`config.mk`:
```
export PLATFORM = sky130hd
export DESIGN_NAME = conv_pad_top
export DESIGN_NICKNAME = d
export VERILOG_FILES = /design/src/source/conv_pad_pkg.sv /design/src/source/beat_if.sv /design/src/source/row_intake.sv /design/src/source/pad_filter.sv /design/src/source/window_emitter.sv /design/src/source/conv_pad_top.sv
export VERILOG_INCLUDE_DIRS = /design/src /design/src/source
export SDC_FILE = /design/constraint.sdc
export NUM_CORES = 1
export LEC_CHECK = 0
export BUFFER_PORTS_ARGS = -buffer_cell sky130_fd_sc_hd__buf_2
export CAP_MARGIN = 20
export CELL_PAD_IN_SITES_DETAIL_PLACEMENT = 0
export CELL_PAD_IN_SITES_GLOBAL_PLACEMENT = 1
export CORE_ASPECT_RATIO = 1.4
export CORE_MARGIN = 3
export CORE_UTILIZATION = 51
export CTS_BUF_LIST = sky130_fd_sc_hd__clkbuf_8
export CTS_CLUSTER_DIAMETER = 40
export DETAILED_ROUTE_END_ITERATION = 16
export GPL_TIMING_DRIVEN = 0
export MAX_ROUTING_LAYER = met4
export PLACE_DENSITY_LB_ADDON = 0.1
export SYNTH_ARGS = -nofsm -noshare
export SYNTH_HDL_FRONTEND = slang
export SYNTH_SLANG_ARGS = --single-unit
```
`constraint.sdc`:
```
create_clock -name aclk -period 17.1 [get_ports aclk]
set_clock_uncertainty 0.1 [all_clocks]
set_input_delay 3.42 -clock aclk [delete_from_list [all_inputs] [get_ports aclk]]
set_output_delay 3.42 -clock aclk [all_outputs]
set_load 0.01 [all_outputs]
```
`src/source/conv_pad_config.svh`:
```
`ifndef CONV_PAD_CONFIG_SVH
`define CONV_PAD_CONFIG_SVH

// pixel width in bits
`define CONV_PAD_DATA_WIDTH 16

// widest kernel, odd
`define CONV_PAD_KERNEL_W_MAX 7

// column tag width
`define CONV_PAD_USER_WIDTH 4

`endif

```
`src/source/conv_pad_pkg.sv`:
```
`default_nettype none

`include "conv_pad_config.svh"

package conv_pad_pkg;

    typedef logic [`CONV_PAD_DATA_WIDTH-1:0] pixel_t;

    // kernel width minus one
    typedef logic [$clog2(`CONV_PAD_KERNEL_W_MAX + 1) - 1:0] kw_t;

    typedef logic [`CONV_PAD_USER_WIDTH-1:0] user_t;

    // bit k set when tap k is live
    typedef logic [`CONV_PAD_KERNEL_W_MAX-1:0] mask_t;

    typedef struct packed {
        pixel_t pixel;
        user_t  user;
        logic   pad;    // flush beat, no data
        logic   first;  // first column of a row
        logic   last;   // last real column of a row
    } col_beat_t;

    typedef struct packed {
        pixel_t [`CONV_PAD_KERNEL_W_MAX-1:0] pixels;
        mask_t                               mask;
        user_t                               user;  // tag of the centre column
        logic                                last;  // centred on the last column
    } win_beat_t;

endpackage

`default_nettype wire

```
`src/source/beat_if.sv`:
```
`timescale 1ns/1ps
`default_nettype none

interface beat_if #(
    parameter type payload_t = logic
) ();

    logic     valid;
    logic     ready;
    payload_t payload;  // held while valid and not ready

    modport src (
        output valid,
        output payload,
        input  ready
    );

    modport dst (
        input  valid,
        input  payload,
        output ready
    );

endinterface

`default_nettype wire

```
`src/source/row_intake.sv`:
```
`timescale 1ns/1ps
`default_nettype none

`include "conv_pad_config.svh"

module row_intake (
    input  wire                  aclk,
    input  wire                  rst,
    input  wire                  start,
    input  wire conv_pad_pkg::kw_t    kernel_w_1,
    input  wire                  s_valid,
    input  wire conv_pad_pkg::pixel_t s_data,
    input  wire conv_pad_pkg::user_t  s_user,
    input  wire                  s_last,
    output logic                 s_ready,
    beat_if.src                  col_out,
    output conv_pad_pkg::kw_t    kw
);
    import conv_pad_pkg::*;

    logic enabled;     // set by the first start
    logic first_next;  // next accepted column opens a row
    kw_t  pad_cnt;     // flush beats still to issue
    logic can_load;
    logic s_xfer;
    logic pad_issue;
    logic busy;

    assign can_load  = !col_out.valid || col_out.ready;
    assign s_ready   = enabled && !start && (pad_cnt == '0) && can_load;
    assign s_xfer    = s_valid && s_ready;
    assign pad_issue = (pad_cnt != '0) && can_load;

    // a row counts as open until its flush beats have left the slice
    assign busy = !first_next || (pad_cnt != '0) || col_out.valid;

    always_ff @(posedge aclk) begin
        if (rst) begin
            enabled <= 1'b0;
            kw      <= '0;
        end else if (start) begin
            enabled <= 1'b1;
            kw      <= kernel_w_1;
        end
    end

    always_ff @(posedge aclk) begin
        if (rst) begin
            first_next <= 1'b1;
            pad_cnt    <= '0;
        end else if (s_xfer) begin
            first_next <= s_last;
            if (s_last) begin
                pad_cnt <= kw >> 1;  // half flush beats
            end
        end else if (pad_issue) begin
            pad_cnt <= pad_cnt - 1'b1;
        end
    end

    always_ff @(posedge aclk) begin
        if (rst) begin
            col_out.valid <= 1'b0;
        end else if (can_load) begin
            col_out.valid <= s_xfer || pad_issue;
        end
    end

    always_ff @(posedge aclk) begin
        if (s_xfer) begin
            col_out.payload <= col_beat_t'{
                pixel: s_data,
                user:  s_user,
                pad:   1'b0,
                first: first_next,
                last:  s_last
            };
        end else if (pad_issue) begin
            col_out.payload <= col_beat_t'{
                pixel: '0,
                user:  '0,
                pad:   1'b1,
                first: 1'b0,
                last:  1'b0
            };
        end
    end

    // only odd kernel widths that fit the window
    assert property (@(posedge aclk) disable iff (rst)
        start |-> (!kernel_w_1[0] && (kernel_w_1 < kw_t'(`CONV_PAD_KERNEL_W_MAX))));

    // new setting only between rows, once the flush has drained
    assert property (@(posedge aclk) disable iff (rst)
        start |-> !busy);

endmodule

`default_nettype wire

```
`src/source/pad_filter.sv`:
```
`timescale 1ns/1ps
`default_nettype none

`include "conv_pad_config.svh"

module pad_filter (
    input  wire               aclk,
    input  wire               rst,
    input  wire conv_pad_pkg::kw_t kw,
    beat_if.dst               col_in,
    beat_if.src               win_out
);
    import conv_pad_pkg::*;

    localparam int KMAX = `CONV_PAD_KERNEL_W_MAX;

    // slot 0 holds the newest column
    pixel_t [KMAX-1:0] pix_q;
    pixel_t [KMAX-1:0] pix_d;
    mask_t             in_q;   // slot lies inside the row
    mask_t             in_d;
    user_t  [KMAX-1:0] user_q;
    user_t  [KMAX-1:0] user_d;
    logic   [KMAX-1:0] last_q;
    logic   [KMAX-1:0] last_d;

    col_beat_t beat;
    win_beat_t win_d;
    kw_t       half;
    kw_t       cnt;   // beats since first, saturates at half
    kw_t       idx;
    logic      xfer;
    logic      emit;

    assign beat         = col_in.payload;
    assign half         = kw >> 1;
    assign col_in.ready = !win_out.valid || win_out.ready;
    assign xfer         = col_in.valid && col_in.ready;
    assign idx          = beat.first ? '0 : cnt;
    assign emit         = idx >= half;  // leading half beats only fill the window

    always_comb begin
        pix_d[0]  = beat.pad ? '0 : beat.pixel;
        in_d[0]   = !beat.pad;
        user_d[0] = beat.user;
        last_d[0] = beat.last;
        for (int i = 1; i < KMAX; i++) begin
            pix_d[i]  = beat.first ? '0 : pix_q[i-1];  // older slots belong to the previous row
            in_d[i]   = beat.first ? 1'b0 : in_q[i-1];
            user_d[i] = beat.first ? '0 : user_q[i-1];
            last_d[i] = beat.first ? 1'b0 : last_q[i-1];
        end
    end

    // tap k maps to slot kw-k, the newest column sits on tap kw
    always_comb begin
        win_d = '0;
        for (int k = 0; k < KMAX; k++) begin
            if (k <= int'(kw)) begin
                win_d.pixels[k] = pix_d[int'(kw) - k];
                win_d.mask[k]   = in_d[int'(kw) - k];
            end
        end
        win_d.user = user_d[half];  // centre slot
        win_d.last = last_d[half];
    end

    always_ff @(posedge aclk) begin
        if (xfer) begin
            pix_q  <= pix_d;
            in_q   <= in_d;
            user_q <= user_d;
            last_q <= last_d;
        end
    end

    always_ff @(posedge aclk) begin
        if (rst) begin
            cnt <= '0;
        end else if (xfer) begin
            cnt <= emit ? idx : idx + 1'b1;
        end
    end

    always_ff @(posedge aclk) begin
        if (rst) begin
            win_out.valid <= 1'b0;
        end else if (col_in.ready) begin
            win_out.valid <= xfer && emit;
        end
    end

    always_ff @(posedge aclk) begin
        if (xfer && emit) begin
            win_out.payload <= win_d;
        end
    end

    // flush beats never open a row
    assert property (@(posedge aclk) disable iff (rst)
        (col_in.valid && col_in.payload.pad) |-> !col_in.payload.first);

endmodule

`default_nettype wire

```
`src/source/window_emitter.sv`:
```
`timescale 1ns/1ps
`default_nettype none

`include "conv_pad_config.svh"

module window_emitter (
    input  wire                 aclk,
    input  wire                 rst,
    input  wire                 m_ready,
    beat_if.dst                 win_in,
    output logic                m_valid,
    output conv_pad_pkg::pixel_t [`CONV_PAD_KERNEL_W_MAX-1:0] m_window,
    output conv_pad_pkg::mask_t m_mask,
    output conv_pad_pkg::user_t m_user,
    output logic                m_last
);
    import conv_pad_pkg::*;

    localparam int KMAX = `CONV_PAD_KERNEL_W_MAX;

    win_beat_t         beat;
    pixel_t [KMAX-1:0] taps;
    logic              xfer;

    assign beat         = win_in.payload;
    assign win_in.ready = !m_valid || m_ready;
    assign xfer         = win_in.valid && win_in.ready;

    always_comb begin
        for (int k = 0; k < KMAX; k++) begin
            taps[k] = beat.mask[k] ? beat.pixels[k] : '0;  // padded taps read as zero
        end
    end

    always_ff @(posedge aclk) begin
        if (rst) begin
            m_valid <= 1'b0;
        end else if (win_in.ready) begin
            m_valid <= win_in.valid;
        end
    end

    always_ff @(posedge aclk) begin
        if (xfer) begin
            m_window <= taps;
            m_mask   <= beat.mask;
            m_user   <= beat.user;
            m_last   <= beat.last;
        end
    end

endmodule

`default_nettype wire

```
`src/source/conv_pad_top.sv`:
```
`timescale 1ns/1ps
`default_nettype none

`include "conv_pad_config.svh"

module conv_pad_top (
    input  wire                  aclk,
    input  wire                  rst,
    input  wire                  start,
    input  wire conv_pad_pkg::kw_t    kernel_w_1,
    input  wire                  s_valid,
    input  wire conv_pad_pkg::pixel_t s_data,
    input  wire conv_pad_pkg::user_t  s_user,
    input  wire                  s_last,
    output logic                 s_ready,
    input  wire                  m_ready,
    output logic                 m_valid,
    output conv_pad_pkg::pixel_t [`CONV_PAD_KERNEL_W_MAX-1:0] m_window,
    output conv_pad_pkg::mask_t  m_mask,
    output conv_pad_pkg::user_t  m_user,
    output logic                 m_last
);
    import conv_pad_pkg::*;

    kw_t kw;  // latched kernel setting

    beat_if #(.payload_t(col_beat_t)) col_bus ();
    beat_if #(.payload_t(win_beat_t)) win_bus ();

    row_intake u_row_intake (
        .aclk       (aclk),
        .rst        (rst),
        .start      (start),
        .kernel_w_1 (kernel_w_1),
        .s_valid    (s_valid),
        .s_data     (s_data),
        .s_user     (s_user),
        .s_last     (s_last),
        .s_ready    (s_ready),
        .col_out    (col_bus),
        .kw         (kw)
    );

    pad_filter u_pad_filter (
        .aclk    (aclk),
        .rst     (rst),
        .kw      (kw),
        .col_in  (col_bus),
        .win_out (win_bus)
    );

    window_emitter u_window_emitter (
        .aclk     (aclk),
        .rst      (rst),
        .m_ready  (m_ready),
        .win_in   (win_bus),
        .m_valid  (m_valid),
        .m_window (m_window),
        .m_mask   (m_mask),
        .m_user   (m_user),
        .m_last   (m_last)
    );

endmodule

`default_nettype wire

```
Word level (Yosys, flattened, before mapping)
Cells that the tools add are included.

Register bits: 402. Bits of input ports: 29. Output and inout port bits: 126.

Add/sub/neg operators: 8. $lt $le $gt $ge: 15. Equality and inequality tests: 1. Mux-type cells: 70. Reduce and logical (&&, ||, !) cells: 21.

Operators by type and width (number): binary-select mux 16 bit (select 3 bit) (7); two-way mux 16 bit (20); < comparator 32 x 5 -> 1 bit (second input constant) (6); two-way mux 23 bit (2); two-way mux 1 bit (23); binary-select mux 1 bit (select 3 bit) (7); two-way mux 4 bit (4); two-way mux 3 bit (5); subtractor 3 x 3 -> 4 bit (second input constant) (3); less-or-equal comparator 3 bit (first input constant) (3); binary-select mux 4 bit (select 2 bit) (1); logical AND 1 bit (8); subtractor 3 x 2 -> 4 bit (second input constant) (2); less-or-equal comparator 2 x 3 -> 1 bit (first input constant) (2); logical NOT 1 bit (5); logical OR 1 bit (4); < comparator 2 x 4 -> 1 bit (second input constant) (1); < comparator 3 x 4 -> 1 bit (second input constant) (1); subtractor 3 x 1 -> 4 bit (second input constant) (1); adder 3 x 1 -> 3 bit (second input constant) (1); >= comparator 3 x 2 -> 1 bit (1); less-or-equal comparator 1 x 3 -> 1 bit (first input constant) (1); logical NOT 3 bit (1); nonzero test 3 bit (1); other kinds (5) (5).

Longest topological paths before layout
Depth in word-level cells: 8. Mapped depth: 12. Mapped depth without buffers: 7.

By module
Synthesis repeated with hierarchy kept, for this count alone.

Cells, all modules: 1379. Area, all modules: 18606.6 sq um.

Modules (own cells, without submodules): pad_filter (times used 1, cells an instance 1036, area each 12664.6 sq um); window_emitter (times used 1, cells an instance 248, area each 4644.5 sq um); row_intake (times used 1, cells an instance 95, area each 1297.5 sq um).

Worst setup path after synthesis
Ideal clock, no wire load.

Kind: input to register. From: in m_ready. To: reg u_window_emitter.m_last, enable pin. Setup time: 0.796 ns. Data arrival time: 12.412 ns. Data required time: 16.204 ns. Path slack: 3.792 ns. Stages on the path: 2. Path buffers: 0. Path through: inv_1 > a21boi_0.

Word-level cells in the longest chain between the ends: 2.

Ends and longest elaborated chain: from (decl) (line conv_pad_top.sv:16) `input wire m_ready,`; logical OR 1 bit (line window_emitter.sv:26) `assign win_in.ready = !m_valid || m_ready;`; logical AND 1 bit (line window_emitter.sv:27) `assign xfer = win_in.valid && win_in.ready;`; net u_window_emitter.xfer (line window_emitter.sv:23) `logic xfer;`; to (signal assigned) (line window_emitter.sv:48) `m_last <= beat.last;`; to (decl) (line window_emitter.sv:15) `output logic m_last`.

The timed path passes the listed nets, and every way through them passes these cells. A chain may end at the register's enable or synchronous reset.

Final worst setup path
From: in m_ready. To: out s_ready.

Word-level cells in the longest chain between the ends: 4.

Ends and longest elaborated chain: logical OR 1 bit (line window_emitter.sv:26); logical OR 1 bit (line pad_filter.sv:37) `assign col_in.ready = !win_out.valid || win_out.ready;`; logical OR 1 bit (line row_intake.sv:29) `assign can_load = !col_out.valid || col_out.ready;`; logical AND 1 bit (line row_intake.sv:30) `assign s_ready = enabled && !start && (pad_cnt == '0) && can_load;`; to (decl) (line conv_pad_top.sv:15) `output logic s_ready,`.

Every way passes these cells.

==> results.tsv <==
metric	value	unit
via density per instance	5.90	
Fin Setup TNS	0	ns
HP Class	reg -> reg	
Fmax achieved	132	MHz
pin count of the biggest net entering global routing	105	
post-synth top area cell	edfxtp_1	
hold_buf cts	0	
Crit Path Class	in -> out	
Clock transition at path regs	0.06	ns
layout cells sized above 1	22.0	%
CTS tree	done	
I/O Pins	155	
Slowest Stage Delay on Critical Path	0.20	ns
final setup violation count	0	
synthesis-to-layout area growth	14.2	%
placed insts	2037	
worst hold path depth	0	
Seq/Total Area, Yosys	63.8	%
Synth area leaders	edfxtp_1 62%, mux2i_1 5.1%, and2_1 4.5%, mux2_2 4.0%, nor2b_1 3.8%	
# rows	82	
RSZ-0062 raised after global routing	false	
top_reg_cell synth	edfxtp_1	
Slew @ Worst Pin	0.823	ns
Syn Nets	1458	
leakage power	0.00758	uW
Root Driver	clkbuf_8	
grt ovf	0	
PortBufs	153	
# clock sinks	402	
Synth warnings	0	
DIE AREA	39000	um2
Starting Density	51.9	%
maximum vdd drop	101	uV
count of different cell masters after synthesis	55	
non-filler instance count after layout	2142	
outcome	finished clean	
Hold Crit Start	u_pad_filter.win_out.payload[4]	
per-cell routed wire length	25.8	um
Slowest-stage cell, CP	nand4b_4	
post-CTS setup buffer count	0	
initial antenna violation count	0	
Worst EP arrival	4.07	ns
Pwr Density	151	nW/um2
Placer Congestion	0.957	
hpwl dp	40.8	mm
WP data required	13.58	ns
Relative slew margins	45.2	%
final worst path period share	44.4	%
MaxCap Viol Count	0	
Hold Path End	u_window_emitter.m_user[3]	
ANT cells	0	
DRC	0	
final slew viol count	0	
first-pass GRT wire length	80.8	mm
clk_lat worst skew	0.64	ns
Startpoint Class	primary input	
worst-path cell chain	buf_2, nand4b_4, and3_1, buf_2	
Chip Height	232	um
Initial DRC Count	1120	
DR pass1 iterations	5	
worst r2r src	u_row_intake.kw[1]	
register bit total from synthesis	402	
post-CTS sizing	0	
clock buffer depth	3	
core area	36000	um2
Post-synth EDFFs	387	
r2r setup slk	12.79	ns
Reg2Reg Depth	10	
Die X	168	um
Worst path most repeated cell	buf_2	
cts bufs inserted	59	
Mean Syn Cell Area	13.2	um2
Routed WL	55.2	mm
Place WS	9.52	ns
CP max FO	7	
Power Total	3220	uW
via count	12642	
GRT Total Usage	28.8	%
Synth Instances	1416	
R2R Path End	u_pad_filter.win_out.payload[61]	
top cell type's share of synthesized area	62.2	%
vias in the first global route	12588	
Post-DRT Antenna Nets	0	
CTS H-tree depth	2	
post-layout min period	7.59	ns
setup slack after layout	9.51	ns
Final #Nets	1679	
final hold violation count	0	
FFs w/ async S/R, synth	0	%
cell area after synthesis	18700	um2
Critical Path Sink Type	primary output	
==> cells by family (layout without fill, tap and decap cells) <==
family,after synthesis,in the layout,synth area share (%)
AND/OR/NAND/NOR,424,424,13.2
flip-flops,402,402,63.8
buffers and inverters,126,390,3.08
multiplexers,165,165,9.32
AO/OA/AOI/OAI,286,286,9.72
adder cells (fa/ha/maj),13,13,0.871
==> state kept, by name (all words and copies together) (netlist names) <==
signal                        cells
u_pad_filter.cnt                  3
u_row_intake.col_out.valid        1
u_row_intake.first_next           1
u_pad_filter.user_q              12
u_row_intake.kw                   3
u_window_emitter.m_window       112
u_window_emitter.m_user           4
u_pad_filter.win_out.payload    124
u_row_intake.col_out.payload     23
u_row_intake.enabled              1
u_window_emitter.m_last           1
u_pad_filter.in_q                 6
u_pad_filter.win_out.valid        1
u_row_intake.pad_cnt              3
u_pad_filter.last_q               3
u_pad_filter.pix_q               96
u_window_emitter.m_mask           7
u_window_emitter.m_valid          1
==> where the power goes <==
part / switching (uW) / internal (uW)
clock: 365 / 390
sequential: 180 / 1420
combinational: 571 / 293
==> cell usage after synthesis, drive strengths merged, types with 2 or more instances <==
library cell,n
nand2b,6
buf,55
o21a,3
o22ai,91
nor2,45
clkbuf,55
a22oi,18
mux2i,96
and2b,2
a221oi,17
nand3b,33
a211oi,14
nand2,57
nor3,20
dfxtp,15
ha,13
nor2b,114
mux2,69
o2bb2ai,17
and2,136
or2,2
inv,15
a21oi,46
nand4,2
edfxtp,387
o21ai,70
==> layout by cell type (no fill, tap or decap), types with 13 or more instances in the layout <==
cell       count
nand3b_1      33
dfxtp_1       15
a221oi_1      14
mux2i_1       96
mux2_2        67
and2_1       135
edfxtp_1     387
buf_2        187
clkinv_1      13
a21oi_1       46
a22oi_1       18
a211oi_1      14
ha_1          13
clkbuf_8      61
nor2_1        42
clkbuf_1      55
nor3_1        20
o22ai_1       91
o2bb2ai_1     17
o21ai_0       69
nand2_1       57
inv_1         29
nor2b_1      113
==> worst max-delay path, delay by kind of cell <==
family	cells	cell delay, ns
and+or+nand+nor	2	0.40
buffers and inverters	2	0.25
==> layer usage <==
layer	part of all wire, %	up-vias	track usage [%]
met3	6.7	136	4.32
met4	5.7	0	14.4
li1	-	5745	-
met5	0	-	-
met2	50	576	47.7
met1	38	6185	34.6
==> layout make-up <==
type                       instances  area (um2)
timing repair buffer             160         923
clock buffer                      61         840
fill                            2981       14700
sequential                       402       11900
buffer                           110         515
tap                              462         578
clock inverter                    43         289
multi-input combinational        888        6190
inverter                          16        70.1
==> stage by stage <==
step | utilization (%) | hold slack, ns | area (um2)
finish | 59.2 | 0.320 | 21300
global route | 59.2 | 0.331 | 21300
CTS | 59.2 | 0.324 | 21300
detailed placement | 56.1 | 0.308 | 20200
global placement | 55.6 | 0.305 | 20000
floorplan | - | 0.300 | 18700
==> worst max-delay path by stage <==
stage / to / cells past startpoint / slack, ns / from
final: s_ready / 4 / 9.51 / m_ready
after detailed placement: s_ready / 4 / 9.52 / m_ready
after floorplan: u_window_emitter.m_last / 2 / 3.79 / m_ready
after CTS: s_ready / 4 / 9.51 / m_ready
after global routing: s_ready / 4 / 9.48 / m_ready
after global placement: u_window_emitter.m_window[25] / 3 / 0.35 / m_ready
No activity file was read; power rests on OpenSTA's default activity.
